<file path="config.mk">
export PLATFORM = sky130hd
export DESIGN_NAME = regFile
export DESIGN_NICKNAME = d
export VERILOG_FILES = /design/src/verilog/regFile.sv
export SDC_FILE = /design/constraint.sdc
export NUM_CORES = 2
export LEC_CHECK = 0
export ABC_CLOCK_PERIOD_IN_PS = 3500
export BUFFER_PORTS_ARGS = -buffer_cell sky130_fd_sc_hd__buf_2
export CORE_UTILIZATION = 38
export DETAILED_ROUTE_END_ITERATION = 12
export SYNTH_ARGS = -nofsm -noshare
export SYNTH_HDL_FRONTEND = slang
export SYNTH_SLANG_ARGS = --single-unit
</file>
<file path="constraint.sdc">
create_clock -name clk -period 3.5 [get_ports clk]
set_input_delay 0.175 -clock clk [delete_from_list [all_inputs] [get_ports clk]]
set_output_delay 0.175 -clock clk [all_outputs]
set_load 0.01 [all_outputs]
</file>
<file path="src/verilog/regFile.sv">
`timescale 1ns/1ns

module regFile (
    input  logic        clk,
    input  logic        rstN,
    input  logic        we,
    input  logic [4:0]  wAddr,
    input  logic [31:0] wData,
    input  logic [4:0]  rAddr1,
    input  logic [4:0]  rAddr2,
    output logic [31:0] rData1,
    output logic [31:0] rData2
);

    logic [31:0] regs [32];

    // $0 is never written
    always_ff @(posedge clk) begin
        if (!rstN) begin
            for (int i = 0; i < 32; i++) begin
                regs[i] <= 32'd0;
            end
        end else if (we && wAddr != 5'd0) begin
            regs[wAddr] <= wData;
        end
    end

    // Writeback data bypassed to a same-cycle read
    assign rData1 = (rAddr1 == 5'd0)           ? 32'd0 :
                    (we && wAddr == rAddr1)    ? wData : regs[rAddr1];
    assign rData2 = (rAddr2 == 5'd0)           ? 32'd0 :
                    (we && wAddr == rAddr2)    ? wData : regs[rAddr2];

endmodule

</file>
== After elaboration in Yosys (flattened, before gate mapping) ==
Memory sizes are Yosys's and may differ from the RTL's.
Cells that the tools add are included.

* Equal/unequal tests: 2
* Muxes and demuxes: 11
* Reduce and logical (&&, ||, !) cells: 7

{| class="wikitable"
|+ Operators with widths
! cell !! count
|-
| 2-to-1 mux 32 bit || 5
|-
| OR reduction 32 bit || 1
|-
| == test 5 bit || 2
|-
| logical NOT 5 bit || 2
|-
| 2-to-1 mux 1 bit || 5
|-
| 2-to-1 mux 5 bit || 1
|-
| nonzero test 5 bit || 1
|-
| logical AND 1 bit || 3
|}

* Flip-flop bits (word level): 0
* Memories: 1
* Output and inout port bits: 64
* Input port bits: 50
* Logic and storage cells: 21
* RAM bits: 1,024

{| class="wikitable"
|+ Memory list
! name !! words !! bits a word !! rd ports !! clocked after Yosys merged registers in !! write ports !! RTL line !! source
|-
| regs || 32 || 32 || 2 || 0 || 32 || 15 || <nowiki>logic [31:0] regs [32];</nowiki>
|}

== Logic depth before layout (Yosys ltp) ==
* Depth after elaboration: 7
* Mapped depth: 10
* Depth with buffers taken out: 5

== Worst setup path after synthesis ==
OpenSTA, ideal clock, no wires.

* Path kind: input -> register
* Start point: input port wAddr[2]
* End point: memory regs[10][0] (enable)
* Buffers on the path: 2
* Library setup time: 0.466 ns
* Arrival: 3.267 ns
* Required time: 3.034 ns
* Slack: -0.232 ns
* Stages on the path: 4
* Cells stage by stage: buf_2 or3b_2 clkbuf_1 o21ai_0

{| class="wikitable"
|+ RTL lines
! item !! RTL line !! source
|-
| start: declaration || 7 || <nowiki>input logic [4:0] wAddr,</nowiki>
|-
| end: declaration || 15 ||
|}

==> run summary <==
worst hold margin = 110 ps
peak supply drop = 0.361 mV
clock buffer depth = 3
area of the mapped netlist = 0.0547 sq mm
CP endpoint kind = primary output
die area = 0.145 sq mm
NumNets Final = 3856
global placer's final weighted congestion = 0.926
# DRC = 0
vias in the first global route = 35201
required time worst endpoint = 3320 ps
std cell rows = 138
CTS clock-pin slew for the worst setup and hold paths = 60 ps
pin count of the biggest net entering global routing = 65
Post-synth EDFFs = 1024
Power, Total = 30.0 mW
post-synthesis sequential area ratio = 0.562
Yosys warnings = 0
average wire per standard cell = 33.7 microns
PostCTS Resize Cnt = 3
Sink Count = 1024
Reg with most FFs = regs
root buf cell = clkbuf_16
WP data arrival = 3220 ps
crit start category = flop
DR pass1 iterations = 6
fin. max-slew vios = 0
FF+latch count, synth = 1024
DR vias = 36114
fmax = 294 MHz
CTS tree = built
GRT overflow = 0
final setup vio count = 0
core box area = 0.142 sq mm
post-DP HPWL = 124 mm
MaxCap Viol Count = 0
1st-iter DRT viols = 4827
Die Ht = 381 microns
drt total wl = 196 mm
share of layout cells above drive strength 1 = 0.254
Post-CTS Hold Fix Bufs = 0
ANT nets after route = 0
Tcrit/Tclk final = 0.971
slew margin rel. = 0.331
CP Max Fanout = 2
synth unique cells = 51
kind of critical path = flop to primary output
H-tree depth = 3
Hold Path Class = input pin to flop
GRT Resource Usage Total = 0.264
I/O Buffers = 113
post-CTS setup repair buffer count = 0
die boundary width = 381 microns
I/O pin count = 114
pwr/cell area = 481 mW/mm^2
Via-to-Cell Ratio = 6.23
minimum clock period = 3400 ps
Regs by FF count = regs x1024
mean post-synth cell area = 14.6 sq um
final-report hold violation count = 0
starting density of the core = 0.385
antenna violations before repair = 27
max reg flops = 1024
Post-synth ARST share = 0
Area Overhead vs Synth = 14.0%
ys flop type = edfxtp_1
CTS buffer count = 106
Lkg Pwr = 21.9 nW
status = finished, final reports clean
first-pass GRT wire length = 272 mm
RSZ-0062 raised after global routing = false
total negative slack = 0 ps
Slew @ Worst Pin = 1000 ps
Syn Inst Count = 3744
==> worst paths after layout <==
check | from | to | slack, ps | depth (start not counted)
max | regs[13][14]$_SDFFCE_PN0P_ | rData2[14] | 100 | 7
min | wData[12] | regs[15][12]$_SDFFCE_PN0P_ | 110 | 2
==> worst max-delay path: stages, from the launching register on <==
cell,delay [ps]
edfxtp_1,390
mux4_2,470
a22o_1,320
a2111oi_1,550
buf_4,200
a21oi_1,50
a22o_1,320
buf_2,190
==> cell usage in the layout, fill, tap and decap left out, types with 36 or more instances in the layout <==
cell	n
a21oi_1	78
a22o_1	55
a22oi_1	133
and2_1	993
buf_12	48
buf_2	105
buf_4	184
clkbuf_16	108
edfxtp_1	1024
mux2i_1	281
mux4_2	388
nand2_1	36
o221ai_1	42
o22ai_1	41
==> cell families after synthesis <==
family,synth area share
AOI/OAI and AO/OA,0.0674
other,0.0000686
buffers and inverters,0.0327
xor gates and xnor gates,0.00160
muxes,0.212
DFF,0.562
and+or+nand+nor,0.124
==> routing by layer <==
metal	wire [microns]	GRT usage	up-vias
met5	92	0	-
met4	8850	0.109	14
met3	21300	0.0637	382
met2	88600	0.402	2227
met1	76900	0.362	18853
li1	-	-	14638
==> power breakdown <==
part           leakage (nW)  internal, mW  switching, mW
Sequential             9.75          14.2          0.347
Clock                  1.69          6.47           5.07
Combinational          10.4          1.56           2.40
==> stage by stage <==
stage / util / cell area [sq um] / cells / worst slack [ps]
2_1_floorplan: - / 54800 / 3775 / -232
3_3_place_gp: 0.414 / 58900 / 5588 / 273
3_5_place_dp: 0.414 / 58900 / 5588 / 223
4_1_cts: 0.439 / 62300 / 5789 / 69.4
5_1_grt: 0.439 / 62400 / 5789 / 4.20
6_report: 0.439 / 62400 / 5801 / 101
==> synthesized netlist by cell type (24+ instances only) <==
cell type     n  area share
nor2_1       43      0.0030
a22o_1       55      0.0088
buf_2        71      0.0065
a2111oi_0    24      0.0038
o22ai_1      41      0.0047
and2_1      994        0.11
a22oi_1     133       0.018
edfxtp_1   1024        0.56
o221ai_1     42      0.0067
clkbuf_1    304       0.021
a21oi_1      78      0.0071
o21ai_0      40      0.0037
mux2i_1     281       0.051
nand2_1      36      0.0025
mux4_2      388        0.16
==> final cells by class <==
type                       instances  area (sq um)
sequential                      1024         30700
fill                           12529         79700
timing repair buffer             341          2920
antenna                           12          30.0
multi-input combinational       2330         22900
tap                             1890          2360
inverter                           3          11.3
clock inverter                    73           669
clock buffer                     128          2780
No activity file was read; power rests on OpenSTA's default activity.
