**src/verilog/mipsPkg.sv**
```systemverilog
package mipsPkg;

    //////////////////////////////////////////////////
    // Instruction encodings
    //////////////////////////////////////////////////

    // Primary opcode field, bits 31 to 26
    typedef enum logic [5:0] {
        OP_SPECIAL = 6'b000000,
        OP_J       = 6'b000010,
        OP_JAL     = 6'b000011,
        OP_BEQ     = 6'b000100,
        OP_BGTZ    = 6'b000111,
        OP_ORI     = 6'b001101,
        OP_LUI     = 6'b001111,
        OP_LW      = 6'b100011,
        OP_SW      = 6'b101011
    } opcodeE;

    // Function field of SPECIAL, bits 5 to 0
    typedef enum logic [5:0] {
        FN_JR   = 6'b001000,
        FN_ADDU = 6'b100001,
        FN_SUBU = 6'b100011
    } functE;

    // Execute stage operation
    typedef enum logic [1:0] {
        ALU_ADD,
        ALU_SUB,
        ALU_OR,
        ALU_LUI
    } aluOpE;

    // All-zero word is sll $0,$0,0 and doubles as the pipeline bubble
    localparam logic [31:0] INSTR_NOP = 32'h0000_0000;

    // Link register of jal
    localparam logic [4:0] REG_RA = 5'd31;

    localparam int DMEM_WORDS = 64;
    localparam logic [31:0] RESET_PC = 32'h0000_0000;

    //////////////////////////////////////////////////
    // Hazard timing in cycles after decode
    //////////////////////////////////////////////////

    // Use time of a source operand
    localparam logic [1:0] TUSE_BRANCH = 2'd0;
    localparam logic [1:0] TUSE_ALU    = 2'd1;
    localparam logic [1:0] TUSE_STORE  = 2'd2;
    localparam logic [1:0] TUSE_NONE   = 2'd3;

    // Ready time of a result as seen from execute
    localparam logic [1:0] TNEW_ALU  = 2'd1;
    localparam logic [1:0] TNEW_LOAD = 2'd2;

endpackage

```
**src/verilog/dataMem.sv**
```systemverilog
`timescale 1ns/1ns

module dataMem (
    input  logic        clk,
    input  logic        rstN,
    input  logic        we,
    input  logic [31:0] addr,
    input  logic [31:0] wData,
    output logic [31:0] rData
);

    logic [31:0] mem [mipsPkg::DMEM_WORDS];
    logic [5:0]  index;

    // Word index with the upper address bits ignored
    assign index = addr[7:2];

    always_ff @(posedge clk) begin
        if (!rstN) begin
            for (int i = 0; i < mipsPkg::DMEM_WORDS; i++) begin
                mem[i] <= 32'd0;
            end
        end else if (we) begin
            mem[index] <= wData;
        end
    end

    // Asynchronous read for the load in the memory stage
    assign rData = mem[index];

    // Only whole-word stores exist
    assert property (@(posedge clk) disable iff (!rstN) we |-> addr[1:0] == 2'b00)
        else $error("dataMem: unaligned store to %h", addr);

endmodule

```
**config.mk**
```make
export PLATFORM = sky130hd
export DESIGN_NAME = dataMem
export DESIGN_NICKNAME = d
export VERILOG_FILES = /design/src/verilog/mipsPkg.sv /design/src/verilog/dataMem.sv
export SDC_FILE = /design/constraint.sdc
export NUM_CORES = 2
export LEC_CHECK = 0
export BUFFER_PORTS_ARGS = -buffer_cell sky130_fd_sc_hd__buf_2
export CAP_MARGIN = 40
export CORE_MARGIN = 2
export CORE_UTILIZATION = 55
export CTS_CLUSTER_DIAMETER = 50
export DETAILED_ROUTE_END_ITERATION = 8
export PLACE_DENSITY = 0.8
export SYNTH_ARGS = -nofsm -noshare
export SYNTH_HDL_FRONTEND = slang
export SYNTH_SLANG_ARGS = --single-unit
```
**constraint.sdc**
```tcl
create_clock -name clk -period 11.8 [get_ports clk]
set_input_delay 0.59 -clock clk [delete_from_list [all_inputs] [get_ports clk]]
set_output_delay 0.59 -clock clk [all_outputs]
set_load 0.05 [all_outputs]
```
### Word-level counts from Yosys, hierarchy flattened

Memory sizes are Yosys's and may differ from the RTL's.
Cells that the tools add are included.

* flip-flop bits (word level): 0
* RAM bits: 2048
* input port bits: 67
* output and inout bits: 32
* logic and storage cells: 9
* memories: 1

Memory list
* mem: words 64, width 32, rd ports 1, clocked after memory_dff 0, write ports 64, line dataMem.sv:12 `logic [31:0] mem [mipsPkg::DMEM_WORDS];`

* muxes and demuxes: 7
* reduce and logical (&&, ||, !) cells: 1

Operators with widths (count)
* 32-bit 2-to-1 mux: 1
* 32-bit OR reduction: 1
* 6-bit 2-to-1 mux: 1
* 1-bit 2-to-1 mux: 5

### Depth between registers and ports, before layout

* word-level depth: 5
* gate-level depth with buffers: 10
* gate-level depth less buffers: 5

### Worst setup path after synthesis

No wires, ideal clock.

* path type: input -> register
* start: input port addr[6]
* end: memory mem[10][0] (enable)
* library setup time: 0.466 ns
* data arrival time: 3.881 ns
* required time: 11.334 ns
* path slack: 7.453 ns
* cell stages on the path: 5
* path buffers: 3
* path through: buf_2 or3b_2 clkbuf_1 clkbuf_1 o21ai_0

RTL lines
* start: declaration: line dataMem.sv:7 `input logic [31:0] addr,`
* end: declaration: line dataMem.sv:12

### Worst setup path in the final report

* start: input port addr[3]
* end: output port rData[9]

* word-level cells in the longest chain between the ends: 1

Ends and longest elaborated chain
* memory read 64 x 32 bit
* end: declaration: line dataMem.sv:9 `output logic [31:0] rData`

No other way between the ends.

==> out/qor.csv <==
stage,metric,value,unit
floorplanning,Die ar.,173000,um^2
pwr,PD cells,155,nW/um^2
placement,pre-CTS setup slack,5760,ps
finish,top flop regs,mem (2048),
clock_tree,Sink Count,2048,
clock_tree,cts bufs inserted,202,
timing,RSZ-0062 raised after global routing,no,
clock_tree,CTS H-tree depth,4,
placement,post-DP HPWL,158000,um
global_routing,vias in the first global route,59400,
clock_tree,Resized Gates After CTS,0,
logic_synthesis,Mapped Area,93300,um^2
floorplanning,Starting Density,55.3,%
worst_setup_path,CP Launch Point,addr[3],
worst_setup_path,WP data required,11210,ps
clock_tree,CTS tree,yes,
worst_setup_path,crit-path cells,"buf_8, buf_12, buf_12, nor2b_4, buf_4, a221oi_1, o22ai_1, a22oi_1, nand4_1, buf_2",
run,number of max-cap violations,0,
detailed_routing,Vias/cell,6.73,
global_routing,pin count of the biggest net entering global routing,120,
worst_setup_path,crit path buf inv count,5,
logic_synthesis,most common cell in the netlist,and2_1,
logic_synthesis,synth top area cells,"edfxtp_1, and2_1, a221oi_1",
timing,max-slew violations,0,
worst_setup_path,critical path data arrival time,5880,ps
timing,Achievable Freq,0.155,GHz
detailed_routing,Initial DRC Count,10100,
finish,Top reg by flops,mem,
global_routing,initial antenna violation count,18,
clock_tree,# Post-CTS Setup Buffers,0,
global_routing,first-pass GRT wire length,401000,um
logic_synthesis,Cells after Synth,6913,
timing,# setup viols final,0,
logic_synthesis,share of the synthesized area in the top cell type,65.9,%
finish,non-filler cells in the finished layout,9063,
pwr,Sw Ratio,24.5,%
placement,dpl cells,8668,
timing,total negative slack,0,ps
finish,share of layout cells above drive strength 1,14.2,%
placement,global placer's final weighted congestion,1.02,
floorplanning,Std-Cell Core Area,169000,um^2
detailed_routing,Initial DRT Pass Iterations,6,
logic_synthesis,main flop type after synthesis,edfxtp_1,
clock_tree,Max Root-Sink Buffers,3,
pwr,Reg power frac,52.9,%
detailed_routing,overall routed net length,279000,um
finish,synth-to-layout area growth,10.3,%
logic_synthesis,"EDFF count, synth",2048,
placement,instance area at placement,96600,um^2
timing,final setup margin,5330,ps
logic_synthesis,Post-Syn Nets,6980,
worst_hold_path,Hold Path Class,in -> reg,
worst_setup_path,crit-path max FO,96,
detailed_routing,via count,61000,
logic_synthesis,"area leader, netlist",edfxtp_1,
run_status,status,completed,
logic_synthesis,yosys warns,0,
pwr,P_int,12100,uW
worst_setup_path,"CP delay by family, top",buffers and inverters,
worst_setup_path,"Largest stage delay, worst path",1020,ps
finish,max FFs per register,2048,
floorplanning,die width,416,um
finish,Post-Route Utilization,61.0,%
clock_tree,clk slew on worst S/H paths,60,ps
pwr,Max VDD drop,0.142,mV
clock_tree,CTS hold repair buffers,0,
pwr,NetSw,3920,uW
worst_setup_path,CP Class,in -> out,
finish,Finished Cell Area,103000,um^2
worst_setup_path,Worst path slowest cell,a22oi_1,
global_routing,Overflow after GRT,0,
timing,max_slew headroom,15.0,%
worst_setup_path,CP most frequent cell,buf_12,
floorplanning,DIE HEIGHT,416,um
worst_setup_path,Setup crit end kind,primary output,
logic_synthesis,Synth cell types,63,
finish,Filler cells,12200,
pwr,clock network power share,38.7,%
placement,PortBufs,72,
timing,endpoints failing hold,0,
worst_setup_path,Worst setup SP type,input pin,
detailed_routing,DRC viols,0,
timing,crit share post-route,54.8,%
detailed_routing,per-cell routed wire length,30.8,um
logic_synthesis,sequential area share after synthesis,65.9,%
logic_synthesis,"top cells by count, synth","and2_1, edfxtp_1, clkbuf_1, a221oi_1, o21ai_0",
detailed_routing,"antenna viol nets, final",0,
pwr,Comb power frac,8.3,%
floorplanning,Core Rows,151,
global_routing,gr usage total,31.9,%
timing,minimum clock period,6470,ps
logic_synthesis,Synth async-reset ratio,0,%
floorplanning,# IOs,99,
logic_synthesis,Synth Register Bits,2048,
logic_synthesis,Mapped Avg Cell Area,13.5,um^2
timing,Slew @ Worst Pin,1280,ps
worst_setup_path,CP endpoint,rData[9],
worst_setup_path,stages on the worst setup path,10,
finish,fin nets,6736,
pwr,P_leak,0.0351,uW
clock_tree,clk root buf,clkbuf_16,
-- routing by layer --
| metal | global-route usage [%] | routed length (um) |
|---|---|---|
| met1 | 40.5 | 94900 |
| met2 | 47.7 | 124000 |
| met3 | 10.2 | 40300 |
| met4 | 19.7 | 20100 |
| met5 | 1.00 | 402 |
-- area by class of cell --
cell class	count	area, um^2	share of cell area (%)
diodes	9	22.5	0.0219
clock inverters	128	1080	1.04
clock buffers	243	5210	5.06
inverters	3	18.8	0.0182
flip-flops and latches	2048	61500	59.7
multi-input cells	4068	29700	28.8
well taps	2218	2780	2.69
repair buffers	346	2680	2.60
-- metrics by stage --
stage,hold WS [ps],power [uW]
2_1_floorplan,1050,9340
3_3_place_gp,1330,9830
3_5_place_dp,1180,9890
4_1_cts,273,15900
5_1_grt,288,16300
6_report,306,16000
-- power by group through the flow --
stage	registers [uW]	clock network (uW)	logic, uW
6_report	8470	6200	1340
5_1_grt	8500	6480	1350
4_1_cts	8470	6190	1280
3_5_place_dp	8620	0	1270
3_3_place_gp	8590	0	1240
2_1_floorplan	8610	0	734
-- layout by cell type (no fill, tap or decap), types with 49 or more instances in the layout --
cell type,instances
nand3b_1,59
o21ai_0,128
mux2i_1,97
clkbuf_16,202
and3_1,81
a221oi_1,416
buf_4,245
mux4_2,84
edfxtp_1,2048
o22ai_1,91
nor3_1,71
a22oi_1,157
mux2_2,111
buf_2,75
clkinv_1,59
nor2_2,49
nor3b_1,93
o21ai_4,62
and2_1,2049
nand2_1,95
-- kinds of logic after synthesis --
logic type             count (synthesis)  synth area share, %
DFF                                 2048                 65.9
and+or+nand+nor                     2680                 17.6
muxes                                292                 4.41
buffers and inverters                797                 3.38
AOI/OAI and AO/OA                   1096                 8.73
-- how the worst min path moves through the flow --
stage          cells after the start           to  startpoint
2_1_floorplan                      2   mem[5][10]   wData[10]
3_3_place_gp                       2  mem[23][29]        rstN
3_5_place_dp                       2  mem[19][31]   wData[31]
4_1_cts                            2   mem[1][31]   wData[31]
5_1_grt                            2   mem[4][31]   wData[31]
6_report                           2   mem[2][31]   wData[31]
No activity file was read; power rests on OpenSTA's default activity.
