File: config.mk
export PLATFORM = sky130hd
export DESIGN_NAME = aluUnit
export DESIGN_NICKNAME = d
export VERILOG_FILES = /design/src/verilog/mipsPkg.sv /design/src/verilog/aluUnit.sv
export SDC_FILE = /design/constraint.sdc
export NUM_CORES = 1
export LEC_CHECK = 0
export BUFFER_PORTS_ARGS = -buffer_cell sky130_fd_sc_hd__buf_2
export CAP_MARGIN = 40
export CORE_ASPECT_RATIO = 1.2
export CORE_MARGIN = 1.5
export CORE_UTILIZATION = 35
export DETAILED_ROUTE_END_ITERATION = 8
export GPL_TIMING_DRIVEN = 0
export SYNTH_ARGS = -nofsm -noshare
export SYNTH_HDL_FRONTEND = slang
export SYNTH_SLANG_ARGS = --single-unit
export TNS_END_PERCENT = 30
File: constraint.sdc
create_clock -name vclk -period 4
set_input_delay 0.4 -clock vclk [all_inputs]
set_output_delay 0.4 -clock vclk [all_outputs]
set_load 0.01 [all_outputs]
File: src/verilog/mipsPkg.sv
package mipsPkg;

    //////////////////////////////////////////////////
    // Instruction encodings
    //////////////////////////////////////////////////

    // Primary opcode field, bits 31 to 26
    typedef enum logic [5:0] {
        OP_SPECIAL = 6'b000000,
        OP_J       = 6'b000010,
        OP_JAL     = 6'b000011,
        OP_BEQ     = 6'b000100,
        OP_BGTZ    = 6'b000111,
        OP_ORI     = 6'b001101,
        OP_LUI     = 6'b001111,
        OP_LW      = 6'b100011,
        OP_SW      = 6'b101011
    } opcodeE;

    // Function field of SPECIAL, bits 5 to 0
    typedef enum logic [5:0] {
        FN_JR   = 6'b001000,
        FN_ADDU = 6'b100001,
        FN_SUBU = 6'b100011
    } functE;

    // Execute stage operation
    typedef enum logic [1:0] {
        ALU_ADD,
        ALU_SUB,
        ALU_OR,
        ALU_LUI
    } aluOpE;

    // All-zero word is sll $0,$0,0 and doubles as the pipeline bubble
    localparam logic [31:0] INSTR_NOP = 32'h0000_0000;

    // Link register of jal
    localparam logic [4:0] REG_RA = 5'd31;

    localparam int DMEM_WORDS = 64;
    localparam logic [31:0] RESET_PC = 32'h0000_0000;

    //////////////////////////////////////////////////
    // Hazard timing in cycles after decode
    //////////////////////////////////////////////////

    // Use time of a source operand
    localparam logic [1:0] TUSE_BRANCH = 2'd0;
    localparam logic [1:0] TUSE_ALU    = 2'd1;
    localparam logic [1:0] TUSE_STORE  = 2'd2;
    localparam logic [1:0] TUSE_NONE   = 2'd3;

    // Ready time of a result as seen from execute
    localparam logic [1:0] TNEW_ALU  = 2'd1;
    localparam logic [1:0] TNEW_LOAD = 2'd2;

endpackage

File: src/verilog/aluUnit.sv
`timescale 1ns/1ns

module aluUnit (
    input  mipsPkg::aluOpE op,
    input  logic [31:0]    a,
    input  logic [31:0]    b,
    output logic [31:0]    y
);

    // b already carries the extended immediate for I-type
    always_comb begin
        case (op)
            mipsPkg::ALU_ADD: begin
                // addu and lw/sw address
                y = a + b;
            end
            mipsPkg::ALU_SUB: begin
                y = a - b;
            end
            mipsPkg::ALU_OR: begin
                y = a | b;
            end
            mipsPkg::ALU_LUI: begin
                // Immediate into upper half
                y = {b[15:0], 16'h0000};
            end
            default: begin
                y = a + b;
            end
        endcase
    end

endmodule

# ---- Yosys cells after proc, flatten, opt, wreduce, memory -nomap -nowiden
# Index checks and enable logic that the tools add are counted.
dict set report op_classes {
  n_addsub 2
  n_mul 0
  div_mod_pow 0
  n_lt_le_gt_ge 0
  n_eq_ne 3
  shift 0
  muxes 1
  bitwise 1
  n_reduce_logical 1
}
# cell count
set op_table {}
lappend op_table {{one-hot mux 32 bit (4 select lines)} 1}
lappend op_table {{adder 32 bit} 1}
lappend op_table {{OR 32 bit} 1}
lappend op_table {{subtractor 32 bit} 1}
lappend op_table {{equality test 2 bit (second input constant)} 2}
lappend op_table {{equality test 2 x 1 -> 1 bit (second input constant)} 1}
lappend op_table {{zero test 2 bit} 1}
dict set report totals {
  register_bits 0
  latchBits 0
  ram_bits 0
  romBits 0
  input_bits 66
  out_inout_bits 32
  memories 0
}

# ---- Longest topological paths before layout
# Gate-level depths: netlist of the first run.
dict set report logic_depth {
  ltp_word 2
  mapped_depth 18
  mapped_depth_nobuf 17
}

# ---- Worst setup path after synthesis of the first run
# OpenSTA, ideal clock, no wires.
dict set report synth_path {
  path_kind {input -> output}
  startpoint {in b[2]}
  endpoint {out y[27]}
  arrival_ns 3.432
  setup_slack_ns 0.168
  path_stages 15
  path_buffers 2
  path_cell_list {buf_2 -> nor4_4 -> nand4_2 -> or2_1 -> buf_6 -> o21ai_0 -> xor2_1 -> ha_1 -> a21o_1 -> o21a_1 -> a311oi_1 -> nand3b_1 -> o2111ai_1 -> a21oi_1 -> a211oi_1}
}
dict set report synth_via {
  elab_chain_cells 2
  word_cells_on_any_way 3
  classes_between {add/sub: 2; mux: 1}
}
# element line
set synth_rtl {}
lappend synth_rtl {{start, declared} aluUnit.sv:6} ;# input logic [31:0] b,
lappend synth_rtl {{subtractor 32 bit / adder 32 bit (equally long branches)} n/a}
lappend synth_rtl {{one-hot mux 32 bit (4 select lines) (*)} aluUnit.sv:12} ;# case (op)
lappend synth_rtl {{end, declared} aluUnit.sv:7} ;# output logic [31:0] y
# Every way passes the cells marked *; elsewhere a longest branch is shown, timed or not.

# ---- Final worst setup path of the first run
dict set report layout_path {
  startpoint {in b[16]}
  endpoint {out y[31]}
}
# The elaborated chain is that of the path after synthesis.

==> metrics.md, run 1 <==
| Metric | Value |
|---|---|
| Status | `complete, but fails checks` |
| Failing checks | `negative setup slack` |
| Die Width | `89.5 µm` |
| Core box area | `8660 µm²` |
| Dpl hpwl | `about 9600 µm` |
| Peak Freq | `about 250 MHz` |
| Diodes inserted | `0` |
| Vias per inst | `around 5.7` |
| Vias in the first global route | `approximately 3.7k` |
| RSZ-0062 raised after global routing | `yes` |
| Initial DRC count | `between 150 and 200` |
| Crit path time final | `4.04 ns` |
| Arrival time worst endpoint | `~3.6 ns` |
| Commonest non-fill, non-tap cell in the layout | `buf_2` |
| Setup Total Neg Slack | `-0.0776 ns` |
| Crit Path Class | `in -> out` |
| DP Area | `roughly 3800 µm²` |
| Share of cells above drive strength 1 | `0.318` |
| Routed via count | `4001` |
| WP data required | `3.60 ns` |
| Post-cts hold buffer count | `0` |
| Nature of the critical path startpoint | `primary input` |
| Final setup violating endpoints | `3` |
| Max Cap Viol | `0` |
| TritonRoute pass-1 iters | `5` |
| Area Growth Syn to Fin | `33.5%` |
| Std cell rows | `37` |
| Die area | `9560 µm²` |
| Worst-Margin Slew | `0.600 ns` |
| DR WL/cell | `17.2 µm` |
| Largest net degree at the start of global routing | `11` |
| Placed insts | `around 700` |
| Post-Synthesis Cells | `476` |
| Detailed-route DRC error count | `0` |
| Seq/Total Area, Yosys | `0` |
| Netlist cell types | `67` |
| Post-detailed-route count of antenna-violating nets | `0` |
| FF+latch count | `0` |
| Overall power after layout | `0.806 mW` |
| Initial Util | `0.363` |
| Fin worst setup slack | `-0.0367 ns` |
| Overall Global Routing Usage | `0.241` |
| Final hold violations | `0` |
| Grt ovf | `0` |
| Worst rel slew slack | `0.600` |
| Max IR drop VDD | `0.0876 mV` |
| Die height | `about 110 µm` |
| Final Slew Violations | `0` |
| Placer Congestion | `between 0.9 and 1` |
| Final WL | `12100 µm` |
| Initial antenna violation count | `0` |
| Leakage | `1.86 nW` |
| Post-synth top area cell | `ha_1` |
| WHS | `~1.2 ns` |
| Sequential cell area | `0 µm²` |
| Post-Syn Area | `approximately 3100 µm²` |
| Net count, final | `~700` |
| YS warnings | `0` |
| # IOs | `98` |
| Syn avg cell area | `6.61 µm²` |
| Worst setup EP type | `output pin` |
| Cell Pwr Density | `between 150 and 200 nW/µm²` |
| Tcrit/Tclk final | `1.01` |
| Post-layout util | `0.485` |
| Fin area | `4200 µm²` |
| Clkbuf count | `0` |
| Crit-path max FO | `6` |
| Synth top area cells | `ha_1, xor2_1, nor2_1` |
| Most frequent cells in the layout | `buf_2, nor2_1, o21ai_0, a21oi_1, nand2_1` |
| Pre-CTS WS | `-0.669 ns` |
| Syn Nets | `576` |
| Hold WC Path Type | `in -> out` |
| Number of port buffers | `96` |
| Global-route wire length before repair | `~18000 µm` |
| Finished Layout Cells | `702` |
| Yosys top cell area share | `0.131` |
## report_power, final
part           internal, mW  switching [mW]
combinational         0.344           0.462
sequential                0               0
clock                     0               0
## layout make-up
type	instances	area (µm²)
tap	117	146
fill	937	4460
multi-input combinational	437	3220
timing repair buffer	119	701
inverter	11	41.3
buffer	18	87.6
## critical path, stage by stage
cell	delay [ns]
buf_2	0.14
or4_4	0.54
or2_1	0.25
buf_6	0.14
buf_4	0.13
o31ai_1	0.26
xor2_1	0.22
ha_1	0.32
nor2b_1	0.17
nor2_1	0.07
o21ai_0	0.13
a221oi_2	0.30
o21ai_2	0.13
xnor2_1	0.14
o21ai_1	0.12
buf_2	0.14
## synth_stat cells, types with 3 or more instances
cell type	count
nand3b_1	3
nor2_1	65
nand4_1	7
o31ai_1	4
inv_1	11
nor2_2	3
nor3_1	7
o21ai_1	9
nor2b_1	4
nand2_1	36
ha_1	33
xor2_1	33
o21ai_0	46
xnor2_1	22
clkbuf_1	24
o41ai_1	3
nand2b_1	15
o311ai_0	12
nand3_1	6
a21oi_1	45
and3_1	7
a21o_1	18
## cell families (layout without fill, tap and decap cells)
logic type      after synthesis  in the layout  share of synthesized area
buf+inv                      39            148                     0.0497
compound gates              166            166                      0.343
fa+ha+maj                    34             34                      0.138
xor+xnor                     56             56                      0.158
mux                           4              4                     0.0139
simple gates                177            177                      0.297
## routing by layer
| layer | wire [µm] | global-route usage | vias to the layer above |
|---|---|---|---|
| li1 | - | - | 1961 |
| met1 | 5100 | 0.304 | 1881 |
| met2 | 6140 | 0.445 | 135 |
| met3 | 546 | 0.00693 | 24 |
| met4 | 318 | 0.0516 | 0 |
| met5 | 0 | 0 | - |
## final timing paths
check | end | start | cells past startpoint | slack, ns
min | y[20] | a[20] | 4 | 1.19
max | y[31] | b[16] | 16 | -0.04
## repair_timing
action / CTS / global route
gates resized for setup: 46 / 22
buffers inserted: 13 / 10
pin swaps: 22 / 21
setup endpoints to repair: 20 / 13
endpoints found under the hold margin: 0 / 0
Power figures use the tool's default switching activity.
==> run 2: changes to the inputs <==
- ABC_AREA: default -> 1
==> run 2 against run 1 <==
Net effect: the run ends with design-rule violations left; hold slack got worse by 0.063 ns; synthesized area rose by 22%; critical path depth rose by 6; wire length rose by 24%; critical endpoint is now y[26]; setup slack improved by 0.28 ns; cell area rose by 7.2%; via count rose by 29%; global-route usage rose by 1.4 points; highest routed layer unchanged.
==> metrics.md, run 2 <==
| Metric | Value |
|---|---|
| TritonRoute pass-1 iters | `7` |
| Comb power frac | `1.000` |
| Largest net degree at the start of global routing | `11` |
| Final hold violations | `0` |
| Routed via count | `5172` |
| DR WL/cell | `14.7 µm` |
| Max Cap Viol | `0` |
| Synth cell count leaders | `nand2_1, inv_1, nor2_1` |
| Post-detailed-route count of antenna-violating nets | `0` |
| Global-route wire length before repair | `23700 µm` |
| Detailed-route DRC error count | `6` |
| Fin area | `4500 µm²` |
| FF+latch count | `0` |
| Synth top area cells | `nand2_1, inv_1, nor2_1` |
| Grt ovf | `0` |
| Crit path time final | `3.76 ns` |
| Overall Global Routing Usage | `0.254` |
| Die Width | `just under 100 µm` |
| Seq pwr share | `0` |
| Commonest non-fill, non-tap cell in the layout | `nand2_1` |
| Final WL | `about 15000 µm` |
| Pre-CTS WS | `0.256 ns` |
| YS warnings | `0` |
| # IOs | `98` |
| Status | `complete, but fails checks` |
| Net count, final | `around 1000` |
| Arrival time worst endpoint | `~3.4 ns` |
| Initial antenna violation count | `0` |
| Most frequent cells in the layout | `nand2_1, inv_1, nor2_1, buf_2, nand3_1` |
| Initial DRC count | `303` |
| RSZ-0062 raised after global routing | `yes` |
| Fin worst setup slack | `between 0.2 and 0.25 ns` |
| Dpl hpwl | `13100 µm` |
| Hold WC Path Type | `in -> out` |
| Share of cells above drive strength 1 | `0.135` |
| Worst rel slew slack | `0.508` |
| WP data required | `3.60 ns` |
| Post-synth top area cell | `nand2_1` |
| Syn avg cell area | `4.83 µm²` |
| Crit Path Class | `in -> out` |
| Setup Total Neg Slack | `0 ns` |
| Die height | `118 µm` |
| DP Area | `4500 µm²` |
| Leakage | `around 2.7 nW` |
| Seq/Total Area, Yosys | `0` |
| Crit-path max FO | `5` |
| Yosys top cell area share | `0.249` |
| Post-Syn Area | `3840 µm²` |
| Post-Synthesis Cells | `796` |
| Std cell rows | `41` |
| Diodes inserted | `0` |
| Final Slew Violations | `0` |
| Final setup violating endpoints | `0` |
| Tcrit/Tclk final | `0.940` |
| Max IR drop VDD | `0.0657 mV` |
| Nature of the critical path startpoint | `primary input` |
| Placer Congestion | `0.967` |
| Vias per inst | `5.06` |
| Die area | `~12000 µm²` |
| Switch share | `0.649` |
| Cell Int Power | `between 0.2 and 0.3 mW` |
| Switching Power | `0.515 mW` |
| Clock share of power | `0` |
| Number of port buffers | `98` |
| Sequential cell area | `0 µm²` |
| Syn Nets | `896` |
| Initial Util | `0.362` |
| Vias in the first global route | `4724` |
| Worst setup EP type | `output pin` |
| Most frequent cell after synthesis | `nand2_1` |
| Core box area | `10600 µm²` |
| Area Growth Syn to Fin | `17.1%` |
| Worst-Margin Slew | `0.739 ns` |
| Netlist cell types | `32` |
| Cell Pwr Density | `176 nW/µm²` |
| Peak Freq | `266 MHz` |
| Clkbuf count | `0` |
| Post-cts hold buffer count | `0` |
| Failing checks | `design-rule violations` |
## run 2: changes by cell type in the layout (fill, tap and decap cells not counted), moves of 14 or more
cell      change
a21o_1       -17
buf_4        -27
inv_1       +130
nand2_1     +219
nand2b_1     -14
nand3_1      +47
nor2_1       +56
xnor2_1      -14
## run 2: power groups by stage
stage	Clock, mW	Combinational, mW	Sequential (mW)
floorplan	0	0.525	0
global placement	0	0.781	0
detailed placement	0	0.783	0
CTS	0	0.786	0
global route	0	0.891	0
finish	0	0.793	0
## run 2: cell type report
class	count	area, µm²
multi-input cells	646	3280
well taps	129	161
repair buffers	98	490
fillers	1246	6120
inverters	141	529
plain buffers	9	37.5
## run 2: through the flow
| stage | instances | total power [mW] | util | hold WS [ns] |
|---|---|---|---|---|
| after floorplan | 796 | 0.525 | - | 0.936 |
| after global placement | 1023 | 0.781 | 0.423 | 1.13 |
| after detailed placement | 1023 | 0.783 | 0.423 | 1.13 |
| after CTS | 1023 | 0.786 | 0.423 | 1.13 |
| after global routing | 1023 | 0.891 | 0.424 | 1.16 |
| final | 1023 | 0.793 | 0.424 | 1.12 |
## run 2: repair_timing
| action | 4_1_cts | 5_1_grt |
|---|---|---|
| buffers inserted | 0 | 0 |
| setup endpoints to repair | 0 | 9 |
| resized for setup | 0 | 2 |
## run 2: critical path: stages
cell     delay [ns]
buf_2          0.11
inv_1          0.10
ha_2           0.23
nand3_1        0.16
nor2_2         0.18
nand2_2        0.10
nand2_1        0.16
o21ai_0        0.14
xor2_1         0.16
ha_1           0.35
nand2_1        0.10
inv_1          0.06
nand2_1        0.06
nand2_1        0.08
a21oi_1        0.35
nor2_1         0.07
nor2_1         0.13
nand2_1        0.06
nand2_1        0.06
nand3_1        0.06
nand2_1        0.11
buf_2          0.13
## run 2: logic make-up (layout without fill, tap and decap cells)
family          count (synthesis)  after routing  synth area share
compound gates                105            105             0.147
xor+xnor                       31             31            0.0745
fa+ha+maj                      34             34             0.113
buf+inv                       150            248             0.147
simple gates                  476            476             0.519
## run 2: worst paths after layout
kind | from | endpoint | slack [ns] | cells after the start
setup / recovery | b[0] | y[26] | 0.24 | 22
hold / removal | a[13] | y[13] | 1.12 | 4
## run 2: layer usage
| layer | part of all wire | track usage | vias up |
|---|---|---|---|
| met4 | 0.036 | 0.0884 | 0 |
| li1 | - | - | 2692 |
| met1 | 0.44 | 0.336 | 2250 |
| met5 | 0 | 0 | - |
| met2 | 0.47 | 0.444 | 198 |
| met3 | 0.061 | 0.00475 | 32 |
